==> src/hdl/bus_frame_pkg.sv <==
`default_nettype none

package bus_frame_pkg;

    // control frame layout: start code, slave id, read/write bit
    localparam int START_WIDTH = 3;
    localparam int ID_WIDTH    = 2;
    localparam int FRAME_LEN   = START_WIDTH + ID_WIDTH + 1;

    localparam logic [START_WIDTH-1:0] START_CODE = {START_WIDTH{1'b1}};

    // master side data path
    localparam int DATA_WIDTH   = 32;
    localparam int STATUS_WIDTH = 4;

    // status nibble followed by the data word on rD
    localparam int STREAM_LEN = STATUS_WIDTH + DATA_WIDTH;

    typedef logic [DATA_WIDTH-1:0]   data_word_t;
    typedef logic [ID_WIDTH-1:0]     slave_id_t;
    typedef logic [STATUS_WIDTH-1:0] link_status_t;

    // no write outcome known yet
    localparam link_status_t STATUS_NONE = '0;

    // one-cycle command from the frame decoder
    typedef struct packed {
        logic strobe;
        logic is_write;
    } cmd_t;

    typedef enum logic [1:0] {
        FR_IDLE,
        FR_SHIFT,
        FR_BUSY
    } frame_state_t;

endpackage

`default_nettype wire

==> src/hdl/uart_link_pkg.sv <==
`default_nettype none

package uart_link_pkg;

    typedef logic [7:0] link_byte_t;

    localparam link_byte_t ACK_CODE = 8'hCC;
    localparam link_byte_t NAK_CODE = 8'hAA;

    // status nibbles reported to the master
    localparam bus_frame_pkg::link_status_t ACK_STATUS = ACK_CODE[7:4];
    localparam bus_frame_pkg::link_status_t NAK_STATUS = NAK_CODE[7:4];

    // short timeout, simulation friendly
    localparam int ACK_TIMEOUT      = 64;
    localparam int RETRANSMIT_LIMIT = 3;

    // slave to transmitter
    typedef struct packed {
        logic                     start;
        bus_frame_pkg::data_word_t data;
    } uart_tx_t;

    // receiver to slave
    typedef struct packed {
        logic                     done;
        bus_frame_pkg::data_word_t data;
    } uart_rx_t;

    typedef enum logic [1:0] {
        W_IDLE,
        W_COLLECT,
        W_SEND,
        W_WAIT_ACK
    } write_state_t;

    typedef enum logic [1:0] {
        R_IDLE,
        R_WAIT_RX,
        R_SEND_ACK,
        R_STREAM
    } read_state_t;

endpackage

`default_nettype wire

==> src/hdl/frame_decoder.sv <==
`timescale 1ns/1ps
`default_nettype none

module frame_decoder #(
    parameter bus_frame_pkg::slave_id_t SLAVE_ID = 1
) (
    input  logic                clk,
    input  logic                rstN,
    input  logic                control,
    input  logic                release_cmd,
    output bus_frame_pkg::cmd_t cmd,
    output logic                busy
);

    bus_frame_pkg::frame_state_t state;

    // bits collected so far with the newest in bit 0
    logic [bus_frame_pkg::FRAME_LEN-2:0]          shreg;
    logic [$clog2(bus_frame_pkg::FRAME_LEN)-1:0]  bit_cnt;

    // full frame once the current control bit is appended
    logic [bus_frame_pkg::FRAME_LEN-1:0] frame;
    logic                                start_ok;
    logic                                id_ok;

    assign frame = {shreg, control};

    assign start_ok = frame[bus_frame_pkg::FRAME_LEN-1 -: bus_frame_pkg::START_WIDTH]
                      == bus_frame_pkg::START_CODE;
    assign id_ok    = frame[bus_frame_pkg::ID_WIDTH:1] == SLAVE_ID;

    assign busy = (state == bus_frame_pkg::FR_BUSY);

    always_ff @(posedge clk) begin
        if (state != bus_frame_pkg::FR_BUSY) begin
            shreg <= frame[bus_frame_pkg::FRAME_LEN-2:0];
        end
    end

    always_ff @(posedge clk or negedge rstN) begin
        if (!rstN) begin
            state   <= bus_frame_pkg::FR_IDLE;
            bit_cnt <= '0;
            cmd     <= '0;
        end else begin
            cmd.strobe <= 1'b0;
            case (state)
                bus_frame_pkg::FR_IDLE: begin
                    // first start bit opens a frame
                    if (control) begin
                        bit_cnt <= 1;
                        state   <= bus_frame_pkg::FR_SHIFT;
                    end
                end
                bus_frame_pkg::FR_SHIFT: begin
                    if (bit_cnt == bus_frame_pkg::FRAME_LEN - 1) begin
                        bit_cnt <= '0;
                        if (start_ok && id_ok) begin
                            cmd.strobe   <= 1'b1;
                            cmd.is_write <= frame[0];
                            state        <= bus_frame_pkg::FR_BUSY;
                        end else begin
                            state <= bus_frame_pkg::FR_IDLE;
                        end
                    end else begin
                        bit_cnt <= bit_cnt + 1'b1;
                    end
                end
                bus_frame_pkg::FR_BUSY: begin
                    // control is ignored until the engine finishes
                    if (release_cmd) begin
                        state <= bus_frame_pkg::FR_IDLE;
                    end
                end
                default: state <= bus_frame_pkg::FR_IDLE;
            endcase
        end
    end

endmodule

`default_nettype wire

==> src/hdl/read_responder.sv <==
`timescale 1ns/1ps
`default_nettype none

module read_responder (
    input  logic                        clk,
    input  logic                        rstN,
    input  bus_frame_pkg::cmd_t         cmd,
    input  bus_frame_pkg::link_status_t status,
    input  logic                        g_txReady,
    input  uart_link_pkg::uart_rx_t     g_rx,
    output uart_link_pkg::uart_tx_t     g_tx,
    output logic                        rD,
    output logic                        ready_req,
    output logic                        done
);

    uart_link_pkg::read_state_t state;

    // status nibble above the captured word, shifted out from the top
    logic [bus_frame_pkg::STREAM_LEN-1:0]         out_sr;
    logic [$clog2(bus_frame_pkg::STREAM_LEN)-1:0] bit_cnt;

    logic start_read;
    logic streaming;

    assign start_read = cmd.strobe && !cmd.is_write;
    assign streaming  = (state == uart_link_pkg::R_STREAM);

    // ACK byte back to the previous board
    assign g_tx.start = (state == uart_link_pkg::R_SEND_ACK) && g_txReady;
    assign g_tx.data  = bus_frame_pkg::data_word_t'(uart_link_pkg::ACK_CODE);

    assign ready_req = streaming;
    // rD stays low outside the window
    assign rD        = streaming && out_sr[bus_frame_pkg::STREAM_LEN-1];

    always_ff @(posedge clk) begin
        if (state == uart_link_pkg::R_WAIT_RX && g_rx.done) begin
            out_sr <= {status, g_rx.data};
        end else if (streaming) begin
            out_sr <= {out_sr[bus_frame_pkg::STREAM_LEN-2:0], 1'b0};
        end
    end

    always_ff @(posedge clk or negedge rstN) begin
        if (!rstN) begin
            state   <= uart_link_pkg::R_IDLE;
            bit_cnt <= '0;
            done    <= 1'b0;
        end else begin
            done <= 1'b0;
            case (state)
                uart_link_pkg::R_IDLE: begin
                    if (start_read) begin
                        state <= uart_link_pkg::R_WAIT_RX;
                    end
                end
                uart_link_pkg::R_WAIT_RX: begin
                    // word from the get link
                    if (g_rx.done) begin
                        state <= uart_link_pkg::R_SEND_ACK;
                    end
                end
                uart_link_pkg::R_SEND_ACK: begin
                    if (g_txReady) begin
                        bit_cnt <= '0;
                        state   <= uart_link_pkg::R_STREAM;
                    end
                end
                uart_link_pkg::R_STREAM: begin
                    if (bit_cnt == bus_frame_pkg::STREAM_LEN - 1) begin
                        done  <= 1'b1;
                        state <= uart_link_pkg::R_IDLE;
                    end else begin
                        bit_cnt <= bit_cnt + 1'b1;
                    end
                end
                default: state <= uart_link_pkg::R_IDLE;
            endcase
        end
    end

endmodule

`default_nettype wire

==> src/hdl/uart_slave.sv <==
`timescale 1ns/1ps
`default_nettype none

module uart_slave #(
    parameter bus_frame_pkg::slave_id_t SLAVE_ID = 1
) (
    input  logic                      clk,
    input  logic                      rstN,
    // master side
    input  logic                      control,
    input  logic                      wD,
    input  logic                      valid,
    output logic                      rD,
    output logic                      ready,
    // send link
    output uart_link_pkg::uart_tx_t   s_tx,
    input  logic                      s_txReady,
    input  uart_link_pkg::uart_rx_t   s_rx,
    // get link
    output uart_link_pkg::uart_tx_t   g_tx,
    input  logic                      g_txReady,
    input  uart_link_pkg::uart_rx_t   g_rx
);

    bus_frame_pkg::cmd_t         cmd;
    bus_frame_pkg::link_status_t status;

    logic dec_busy;
    logic w_ready_req;
    logic w_done;
    logic r_ready_req;
    logic r_done;

    frame_decoder #(
        .SLAVE_ID   (SLAVE_ID)
    ) u_decoder (
        .clk        (clk),
        .rstN       (rstN),
        .control    (control),
        .release_cmd(w_done | r_done),
        .cmd        (cmd),
        .busy       (dec_busy)
    );

    write_forwarder u_write (
        .clk        (clk),
        .rstN       (rstN),
        .cmd        (cmd),
        .wD         (wD),
        .valid      (valid),
        .s_txReady  (s_txReady),
        .s_rx       (s_rx),
        .s_tx       (s_tx),
        .ready_req  (w_ready_req),
        .done       (w_done),
        .status     (status)
    );

    read_responder u_read (
        .clk        (clk),
        .rstN       (rstN),
        .cmd        (cmd),
        .status     (status),
        .g_txReady  (g_txReady),
        .g_rx       (g_rx),
        .g_tx       (g_tx),
        .rD         (rD),
        .ready_req  (r_ready_req),
        .done       (r_done)
    );

    // idle slave reports ready, otherwise the engine of the held command does
    assign ready = dec_busy ? (cmd.is_write ? w_ready_req : r_ready_req) : 1'b1;

endmodule

`default_nettype wire

==> src/hdl/write_forwarder.sv <==
`timescale 1ns/1ps
`default_nettype none

module write_forwarder (
    input  logic                        clk,
    input  logic                        rstN,
    input  bus_frame_pkg::cmd_t         cmd,
    input  logic                        wD,
    input  logic                        valid,
    input  logic                        s_txReady,
    input  uart_link_pkg::uart_rx_t     s_rx,
    output uart_link_pkg::uart_tx_t     s_tx,
    output logic                        ready_req,
    output logic                        done,
    output bus_frame_pkg::link_status_t status
);

    uart_link_pkg::write_state_t state;

    bus_frame_pkg::data_word_t word;
    logic [$clog2(bus_frame_pkg::DATA_WIDTH)-1:0]         bit_cnt;
    logic [$clog2(uart_link_pkg::ACK_TIMEOUT)-1:0]        ack_timer;
    logic [$clog2(uart_link_pkg::RETRANSMIT_LIMIT+1)-1:0] retx_cnt;

    uart_link_pkg::link_byte_t rx_byte;
    logic                      start_write;

    assign rx_byte     = s_rx.data[7:0];
    assign start_write = cmd.strobe && cmd.is_write;

    // ready already high in the command cycle so the master sees no gap
    assign ready_req = (state == uart_link_pkg::W_COLLECT) || start_write;

    // start only while the transmitter can take it
    assign s_tx.start = (state == uart_link_pkg::W_SEND) && s_txReady;
    assign s_tx.data  = word;

    // write word, MSB first
    always_ff @(posedge clk) begin
        if (state == uart_link_pkg::W_COLLECT && valid) begin
            word <= {word[bus_frame_pkg::DATA_WIDTH-2:0], wD};
        end
    end

    always_ff @(posedge clk or negedge rstN) begin
        if (!rstN) begin
            state     <= uart_link_pkg::W_IDLE;
            bit_cnt   <= '0;
            ack_timer <= '0;
            retx_cnt  <= '0;
            done      <= 1'b0;
            status    <= bus_frame_pkg::STATUS_NONE;
        end else begin
            done <= 1'b0;
            case (state)
                uart_link_pkg::W_IDLE: begin
                    if (start_write) begin
                        bit_cnt  <= '0;
                        retx_cnt <= '0;
                        state    <= uart_link_pkg::W_COLLECT;
                    end
                end
                uart_link_pkg::W_COLLECT: begin
                    if (valid) begin
                        bit_cnt <= bit_cnt + 1'b1;
                        if (bit_cnt == bus_frame_pkg::DATA_WIDTH - 1) begin
                            state <= uart_link_pkg::W_SEND;
                        end
                    end
                end
                uart_link_pkg::W_SEND: begin
                    // held here while the link is back-pressured
                    if (s_txReady) begin
                        ack_timer <= '0;
                        state     <= uart_link_pkg::W_WAIT_ACK;
                    end
                end
                uart_link_pkg::W_WAIT_ACK: begin
                    if (s_rx.done) begin
                        // anything but the ACK byte counts as NAK
                        status <= (rx_byte == uart_link_pkg::ACK_CODE) ?
                                  uart_link_pkg::ACK_STATUS : uart_link_pkg::NAK_STATUS;
                        done   <= 1'b1;
                        state  <= uart_link_pkg::W_IDLE;
                    end else if (ack_timer == uart_link_pkg::ACK_TIMEOUT - 1) begin
                        if (retx_cnt < uart_link_pkg::RETRANSMIT_LIMIT) begin
                            retx_cnt <= retx_cnt + 1'b1;
                            state    <= uart_link_pkg::W_SEND;
                        end else begin
                            // retries used up
                            status <= uart_link_pkg::NAK_STATUS;
                            done   <= 1'b1;
                            state  <= uart_link_pkg::W_IDLE;
                        end
                    end else begin
                        ack_timer <= ack_timer + 1'b1;
                    end
                end
                default: state <= uart_link_pkg::W_IDLE;
            endcase
        end
    end

endmodule

`default_nettype wire

==> config.mk <==
export PLATFORM = sky130hd
export DESIGN_NAME = uart_slave
export DESIGN_NICKNAME = d
export VERILOG_FILES = /design/src/hdl/bus_frame_pkg.sv /design/src/hdl/uart_link_pkg.sv /design/src/hdl/frame_decoder.sv /design/src/hdl/read_responder.sv /design/src/hdl/uart_slave.sv /design/src/hdl/write_forwarder.sv
export SDC_FILE = /design/constraint.sdc
export NUM_CORES = 1
export LEC_CHECK = 0
export BUFFER_PORTS_ARGS = -buffer_cell sky130_fd_sc_hd__buf_2
export CELL_PAD_IN_SITES_DETAIL_PLACEMENT = 0
export CELL_PAD_IN_SITES_GLOBAL_PLACEMENT = 1
export CORE_UTILIZATION = 25
export DETAILED_ROUTE_END_ITERATION = 6
export PLACE_DENSITY = 0.55
export SETUP_SLACK_MARGIN = 0.02
export SLEW_MARGIN = 40
export SYNTH_ARGS = -nofsm -noshare
export SYNTH_HDL_FRONTEND = slang
export SYNTH_SLANG_ARGS = --single-unit
==> constraint.sdc <==
create_clock -name clk -period 5.23 [get_ports clk]
set_input_delay 1.046 -clock clk [delete_from_list [all_inputs] [get_ports clk]]
set_output_delay 1.046 -clock clk [all_outputs]
set_load 0.05 [all_outputs]
==> impl_metrics.tcl, run 1 <==
set metrics [dict create \
    outcome "finished, final reports clean" \
    seq_power_share 0.495 \
    die-height_um 141 \
    drv_slew 0 \
    synthesis.area_per_instance_um2 13.7 \
    fp-row-count 50 \
    grt_antenna_before_repair 0 \
    flow.area_growth_from_synthesis_pct 18.9 \
    netlist-cell-type-count 56 \
    htreeDepth 3 \
    postLayoutSetupSlackWorst_ns 2.18 \
    timing.final.setup_violations 0 \
    setup.worst_path.class "reg2out" \
    clk_transition_reported_paths_ns 0.07 \
    fin_crit_sh 0.584 \
    grt_setup_unrepaired "no" \
    hold_viol 0 \
    standard_cell_with_the_maximum_stage_delay_on_the_critical_path "dfrtp_1" \
    clock_tree_sinks 108 \
    totalWireLength_um 8850 \
    gp_congestion 0.762 \
    clock_power_share 0.249 \
    dominantRegCellSynth "edfxtp_1" \
    leak_pwr_nw 2.36 \
    critPathMaxFanout 19 \
    period_needed_ns 3.05 \
    yosys.cell_count.top_type "edfxtp_1" \
    cts_tree "done" \
    synth_edf_count 73 \
    power.density_cell_area_nw_per_um2 456 \
    first_pass_iters 4 \
    grt_max_degree 37 \
    globalRouteOverflowTotal 0 \
    tns_ns 0 \
    holdCritPathClass "reg2reg" \
    clockBufferDepth 2 \
    cts.hold.buffers_added 0 \
    cp-start-kind "flip-flop" \
    grt.met1_usage 0.122 \
    synth_area_leader_cell "edfxtp_1" \
    drive_gt1_frac 0.347 \
    die_area_um2 20000 \
    cts-buffers-inserted 9 \
    timing.max_slew.rel_slack 0.621 \
    dpl_worst_slack_ns 2.16 \
    cts.root.buffer_cell "clkbuf_16" \
    grt_pass1_vias 2850 \
    synth_seq_cells 108 \
    initial_core_util 0.257 \
    worst-endpoint-required_ns 4.18 \
    port_buffers 84 \
    grt_most_used_layer "met2" \
    synth.cells.most_frequent "73 x edfxtp_1, 37 x mux2_2, 35 x dfrtp_1" \
    grt_util_met2 0.139 \
    antennaDiodeCount 0 \
    post_cts.resized_instances 0 \
    design.portCount 141 \
    internal_power_mw 1.83 \
    async_reset_ff_frac 0.324 \
    routed_via_density 4.15 \
    comb_power_share 0.256 \
    switching_share 0.305 \
    detailroute.via_count 2937 \
    grtUsageTotal 0.0921 \
    fin_worst_hold_slack_ns 0.446 \
    yosys-top-cells-area "edfxtp_1 45%, dfrtp_1 18%, mux2_2 8.6%, buf_4 5.1%, ha_1 2.3%" \
    cpPeakStageDelay_ns 0.71 \
    cp-end-kind "primary output" \
    detail_route.drc_violations 0 \
    timing.fmax_ghz 0.328 \
    register_area_share_after_synthesis 0.631 \
    use_met3 0.0260 \
    data_arrival_time_at_the_worst_slack_endpoint_ns 2.01 \
    detail_route.wl_per_cell_um 12.5 \
    fin_nets 524 \
    post_synth_inst_count 355 \
    ys.warnings.count 0 \
    timing.clock.skew_ns 0.00919 \
    clk_latency_ns 0.36 \
    critical_path.cell_chain "inv_1 -> nor2_1 -> o21ai_0 -> nand3b_1 -> buf_2" \
    synth_top_area_share 0.451 \
    vdd.ir_drop.worst_v 0.000181 \
    report.power.total_mw 2.63 \
    cap_viol_max_count 0 \
    synth_area_um2 4860 \
    grt_first_pass_wirelength_um 14300 \
    die_w_um 141 \
    core_um2 18900 \
    cts_post_setup_buffers_inserted 0 \
    place_area_um2 5470 \
    p_sw_mw 0.803 \
    slew_at_the_pin_with_the_worst_max_slew_slack_ns 0.568 \
    hpwl_um 6140 \
    drtAntennaViolNets 0 \
    post-route-cell-area_um2 5780 \
    initialDrtViolationCount 148 \
]
-- power by group through the flow --
stage | Sequential (mW) | Combinational (mW) | Clock (mW)
finish | 1.30 | 0.673 | 0.656
global placement | 1.32 | 0.661 | 0
detailed placement | 1.32 | 0.674 | 0
CTS | 1.31 | 0.679 | 0.685
global route | 1.33 | 0.748 | 0.715
floorplan | 1.32 | 0.531 | 0
-- per-layer routing --
metal	share of wire	routed length [um]	up-vias
li1	-	-	1435
met1	0.49	4320	1409
met2	0.44	3920	79
met3	0.049	438	14
met4	0.019	167	0
met5	0	0	-
-- final timing paths --
kind | startpoint | cells past startpoint | slack (ns) | end
worst max register to register | u_read.state[1] | 5 | 2.99 | u_read.out_sr[20]
worst min register to register | u_decoder.shreg[3] | 0 | 0.45 | u_decoder.shreg[4]
min in group asynchronous | rstN | 1 | 0.65 | u_write.ack_timer[2]
worst min-delay path | u_decoder.shreg[3] | 0 | 0.45 | u_decoder.shreg[4]
worst max-delay path | u_write.state[0] | 5 | 2.18 | ready
max in group asynchronous | rstN | 1 | 4.24 | u_write.status[1]
-- cells in the final DEF (no fill, tap or decap), types with 2 or more instances in the layout --
cell type / count
a21oi_1: 6
a22o_1: 10
a31oi_1: 3
and2_1: 5
and3_1: 3
and3_2: 3
and4b_1: 2
buf_2: 83
buf_4: 2
clkbuf_16: 9
clkinvlp_4: 2
conb_1: 32
dfrtp_1: 35
edfxtp_1: 73
ha_1: 9
inv_1: 13
inv_6: 3
mux2_2: 37
mux2i_1: 3
nand2_1: 15
nand2b_1: 4
nand3_1: 11
nand3b_1: 2
nand4_1: 6
nor2_1: 12
nor2b_1: 4
nor3_1: 4
o21a_1: 3
o21ai_0: 11
o22ai_1: 2
o311ai_0: 3
o31ai_1: 2
or2_2: 5
-- final cells by class --
cell class	count	area (um^2)
Inverter	13	48.8
Clock buffer	9	225
Clock inverter	7	57.6
Timing Repair Buffer	86	458
Tap cell	260	325
Fill cell	1953	13100
Sequential cell	108	3070
Multi-Input combinational cell	224	1600
-- flip-flops by register name, indices dropped and copies added, names as in the netlist --
| name | count |
|---|---|
| u_read.out_sr | 36 |
| u_write.word | 32 |
| u_read.bit_cnt | 6 |
| u_write.ack_timer | 6 |
| u_decoder.shreg | 5 |
| u_write.bit_cnt | 5 |
| u_decoder.bit_cnt | 3 |
| u_write.status | 3 |
| u_decoder.cmd | 2 |
| u_decoder.state | 2 |
| u_read.state | 2 |
| u_write.retx_cnt | 2 |
| u_write.state | 2 |
| u_read.done | 1 |
| u_write.done | 1 |
-- critical path: cells and delay by family (launching register included) --
| kind | cells | cell delay (ns) |
|---|---|---|
| buffers and inverters | 2 | 0.56 |
| AND/OR/NAND/NOR | 2 | 0.28 |
| flip-flops | 1 | 0.71 |
| AO/OA/AOI/OAI | 1 | 0.10 |
-- per-stage QoR --
stage,cells,util
6_report,707,0.306
5_1_grt,707,0.306
4_1_cts,706,0.304
3_3_place_gp,690,0.289
2_1_floorplan,385,-
3_5_place_dp,690,0.289
-- kinds of logic after synthesis --
kind of cell,share of synthesized area
and+or+nand+nor,0.108
AOI/OAI and AO/OA,0.0736
buffers and inverters,0.0666
DFF,0.631
other,0.00154
xor gates and xnor gates,0.00180
muxes,0.0949
adders and majority gates,0.0232
Power figures use the tool's default switching activity.
==> inputs of run 2 (changes only) <==
==> constraint.sdc (replaced) <==
create_clock -name clk -period 3.1 [get_ports clk]
set_input_delay 0.62 -clock clk [delete_from_list [all_inputs] [get_ports clk]]
set_output_delay 0.62 -clock clk [all_outputs]
set_load 0.05 [all_outputs]
==> run 2 against run 1 <==
Against the previous run: final cell count up 0.28%; critical endpoint unchanged; clock power up 75%; largest cell class unchanged; die area unchanged; largest power group unchanged; design area up 0.11%.
==> impl_metrics.tcl, run 2 (same netlist as run 1, synthesis figures left out) <==
set metrics [dict create \
    worst-endpoint-required_ns 2.48 \
    detail_route.wl_per_cell_um 12.7 \
    post_cts.resized_instances 0 \
    clock_tree_sinks 108 \
    htreeDepth 3 \
    fin_worst_hold_slack_ns 0.232 \
    fp-row-count 50 \
    largest_register_ff_count 36 \
    drtAntennaViolNets 0 \
    die_area_um2 20000 \
    area_occupied_by_multi_input_gates_um2 1600 \
    timing.final.setup_violations 0 \
    period_needed_ns 2.40 \
    clockBufferDepth 2 \
    globalRouteOverflowTotal 0 \
    grt_setup_unrepaired "no" \
    setup.worst_path.class "reg2out" \
    timing.fmax_ghz 0.416 \
    cts_post_setup_buffers_inserted 0 \
    core_um2 18900 \
    outcome "finished, final reports clean" \
    grtUsageTotal 0.0915 \
    gp_congestion 0.721 \
    hold_viol 0 \
    initial_core_util 0.257 \
    largest_register "u_read.out_sr" \
    design.portCount 141 \
    grt_first_pass_wirelength_um 14200 \
    instances_no_fill 709 \
    timing.clock.skew_ns 0.00662 \
    antennaDiodeCount 0 \
    port_buffers 84 \
    rr_endpoint "u_read.state[1]" \
    power.density_cell_area_nw_per_um2 775 \
    holdCritPathClass "in2async" \
    cts.hold.buffers_added 0 \
    final-seq-area_um2 3070 \
    grt_max_degree 37 \
    fin_nets 526 \
    cap_viol_max_count 0 \
    vdd.ir_drop.worst_v 0.000265 \
    tns_ns 0 \
    worstSetupEndpoint "ready" \
    r2r_start "u_read.bit_cnt[0]" \
    critPathMaxFanout 18 \
    drv_slew 0 \
    drive_gt1_frac 0.345 \
    cts.root.buffer_cell "clkbuf_16" \
    clk_transition_reported_paths_ns 0.07 \
    die_w_um 141 \
    cts_tree "done" \
    fin_crit_sh 0.775 \
    most_frequent_standard_cell_in_the_layout_excluding_fill_and_tap_cells "buf_2" \
    die-height_um 141 \
    leak_pwr_nw 2.36 \
    timing.max_slew.rel_slack 0.626 \
    initialDrtViolationCount 255 \
    slew_at_the_pin_with_the_worst_max_slew_slack_ns 0.561 \
    detailroute.via_count 2997 \
    hpwl_um 6200 \
    largest_registers "u_read.out_sr: 36 flops, u_write.word: 32 flops" \
    data_arrival_time_at_the_worst_slack_endpoint_ns 1.78 \
    grt_antenna_before_repair 0 \
    clk_latency_ns 0.35 \
    critical_path.startpoint "u_read.state[1]" \
    grt_pass1_vias 2785 \
    totalWireLength_um 8980 \
    most-common-layout-cells "83 x buf_2, 73 x edfxtp_1, 37 x mux2_2" \
    worstRegToRegCells 5 \
    first_pass_iters 4 \
    cp-start-kind "flip-flop" \
    routed_via_density 4.23 \
    post-place-cells 693 \
    cp-end-kind "primary output" \
    detail_route.drc_violations 0 \
    worst-r2r-setup-slack_ns 1.18 \
    flow.area_growth_from_synthesis_pct 19.0 \
    cts-buffers-inserted 9 \
    n_fill_cell 1948 \
]
## run 2: per-layer routing
| layer | vias to the layer above | GRT usage | routed length [um] |
|---|---|---|---|
| met5 | - | 0 | 0 |
| met4 | 0 | 0.0526 | 184 |
| met3 | 12 | 0.0189 | 394 |
| met2 | 95 | 0.136 | 4070 |
| met1 | 1451 | 0.124 | 4330 |
| li1 | 1439 | - | - |
## run 2: stage by stage
step	power (mW)	utilization	instance area [um^2]	setup slack [ns]
finish	4.48	0.306	5790	0.696
CTS	4.56	0.306	5780	0.641
floorplan	3.13	-	4980	0.453
detailed placement	3.39	0.291	5490	0.925
global route	4.76	0.306	5790	0.509
global placement	3.34	0.290	5490	0.979
## run 2: worst max-delay path, stage by stage (launching register included)
cell and delay (ns):
dfrtp_1 0.40, ha_1 0.53, nand2b_1 0.11, nand3b_1 0.12, buf_2 0.27
## run 2: power breakdown
group / internal, mW / switching [mW] / total (mW)
clock network: 0.626 / 0.522 / 1.15
registers: 2.04 / 0.149 / 2.19
logic: 0.491 / 0.653 / 1.14
## run 2: layout make-up
type / count / area share
Sequential cell: 108 / 0.530
Inverter: 13 / 0.00843
Clock buffer: 10 / 0.0396
Multi-Input combinational cell: 224 / 0.276
Tap cell: 260 / 0.0562
Timing Repair Buffer: 88 / 0.0783
Clock inverter: 6 / 0.0112
## run 2: how the worst min path moves through the flow
stage | to | slack, ns | startpoint | cells after the start
after detailed placement | u_write.word[17] | 0.43 | u_write.word[16] | 0
after floorplan | u_decoder.bit_cnt[0] | 0.32 | rstN | 0
after global routing | u_write.ack_timer[1] | 0.26 | rstN | 1
after global placement | u_decoder.shreg[4] | 0.43 | u_decoder.shreg[3] | 0
final | u_write.ack_timer[1] | 0.23 | rstN | 1
after CTS | u_write.bit_cnt[0] | 0.24 | rstN | 1
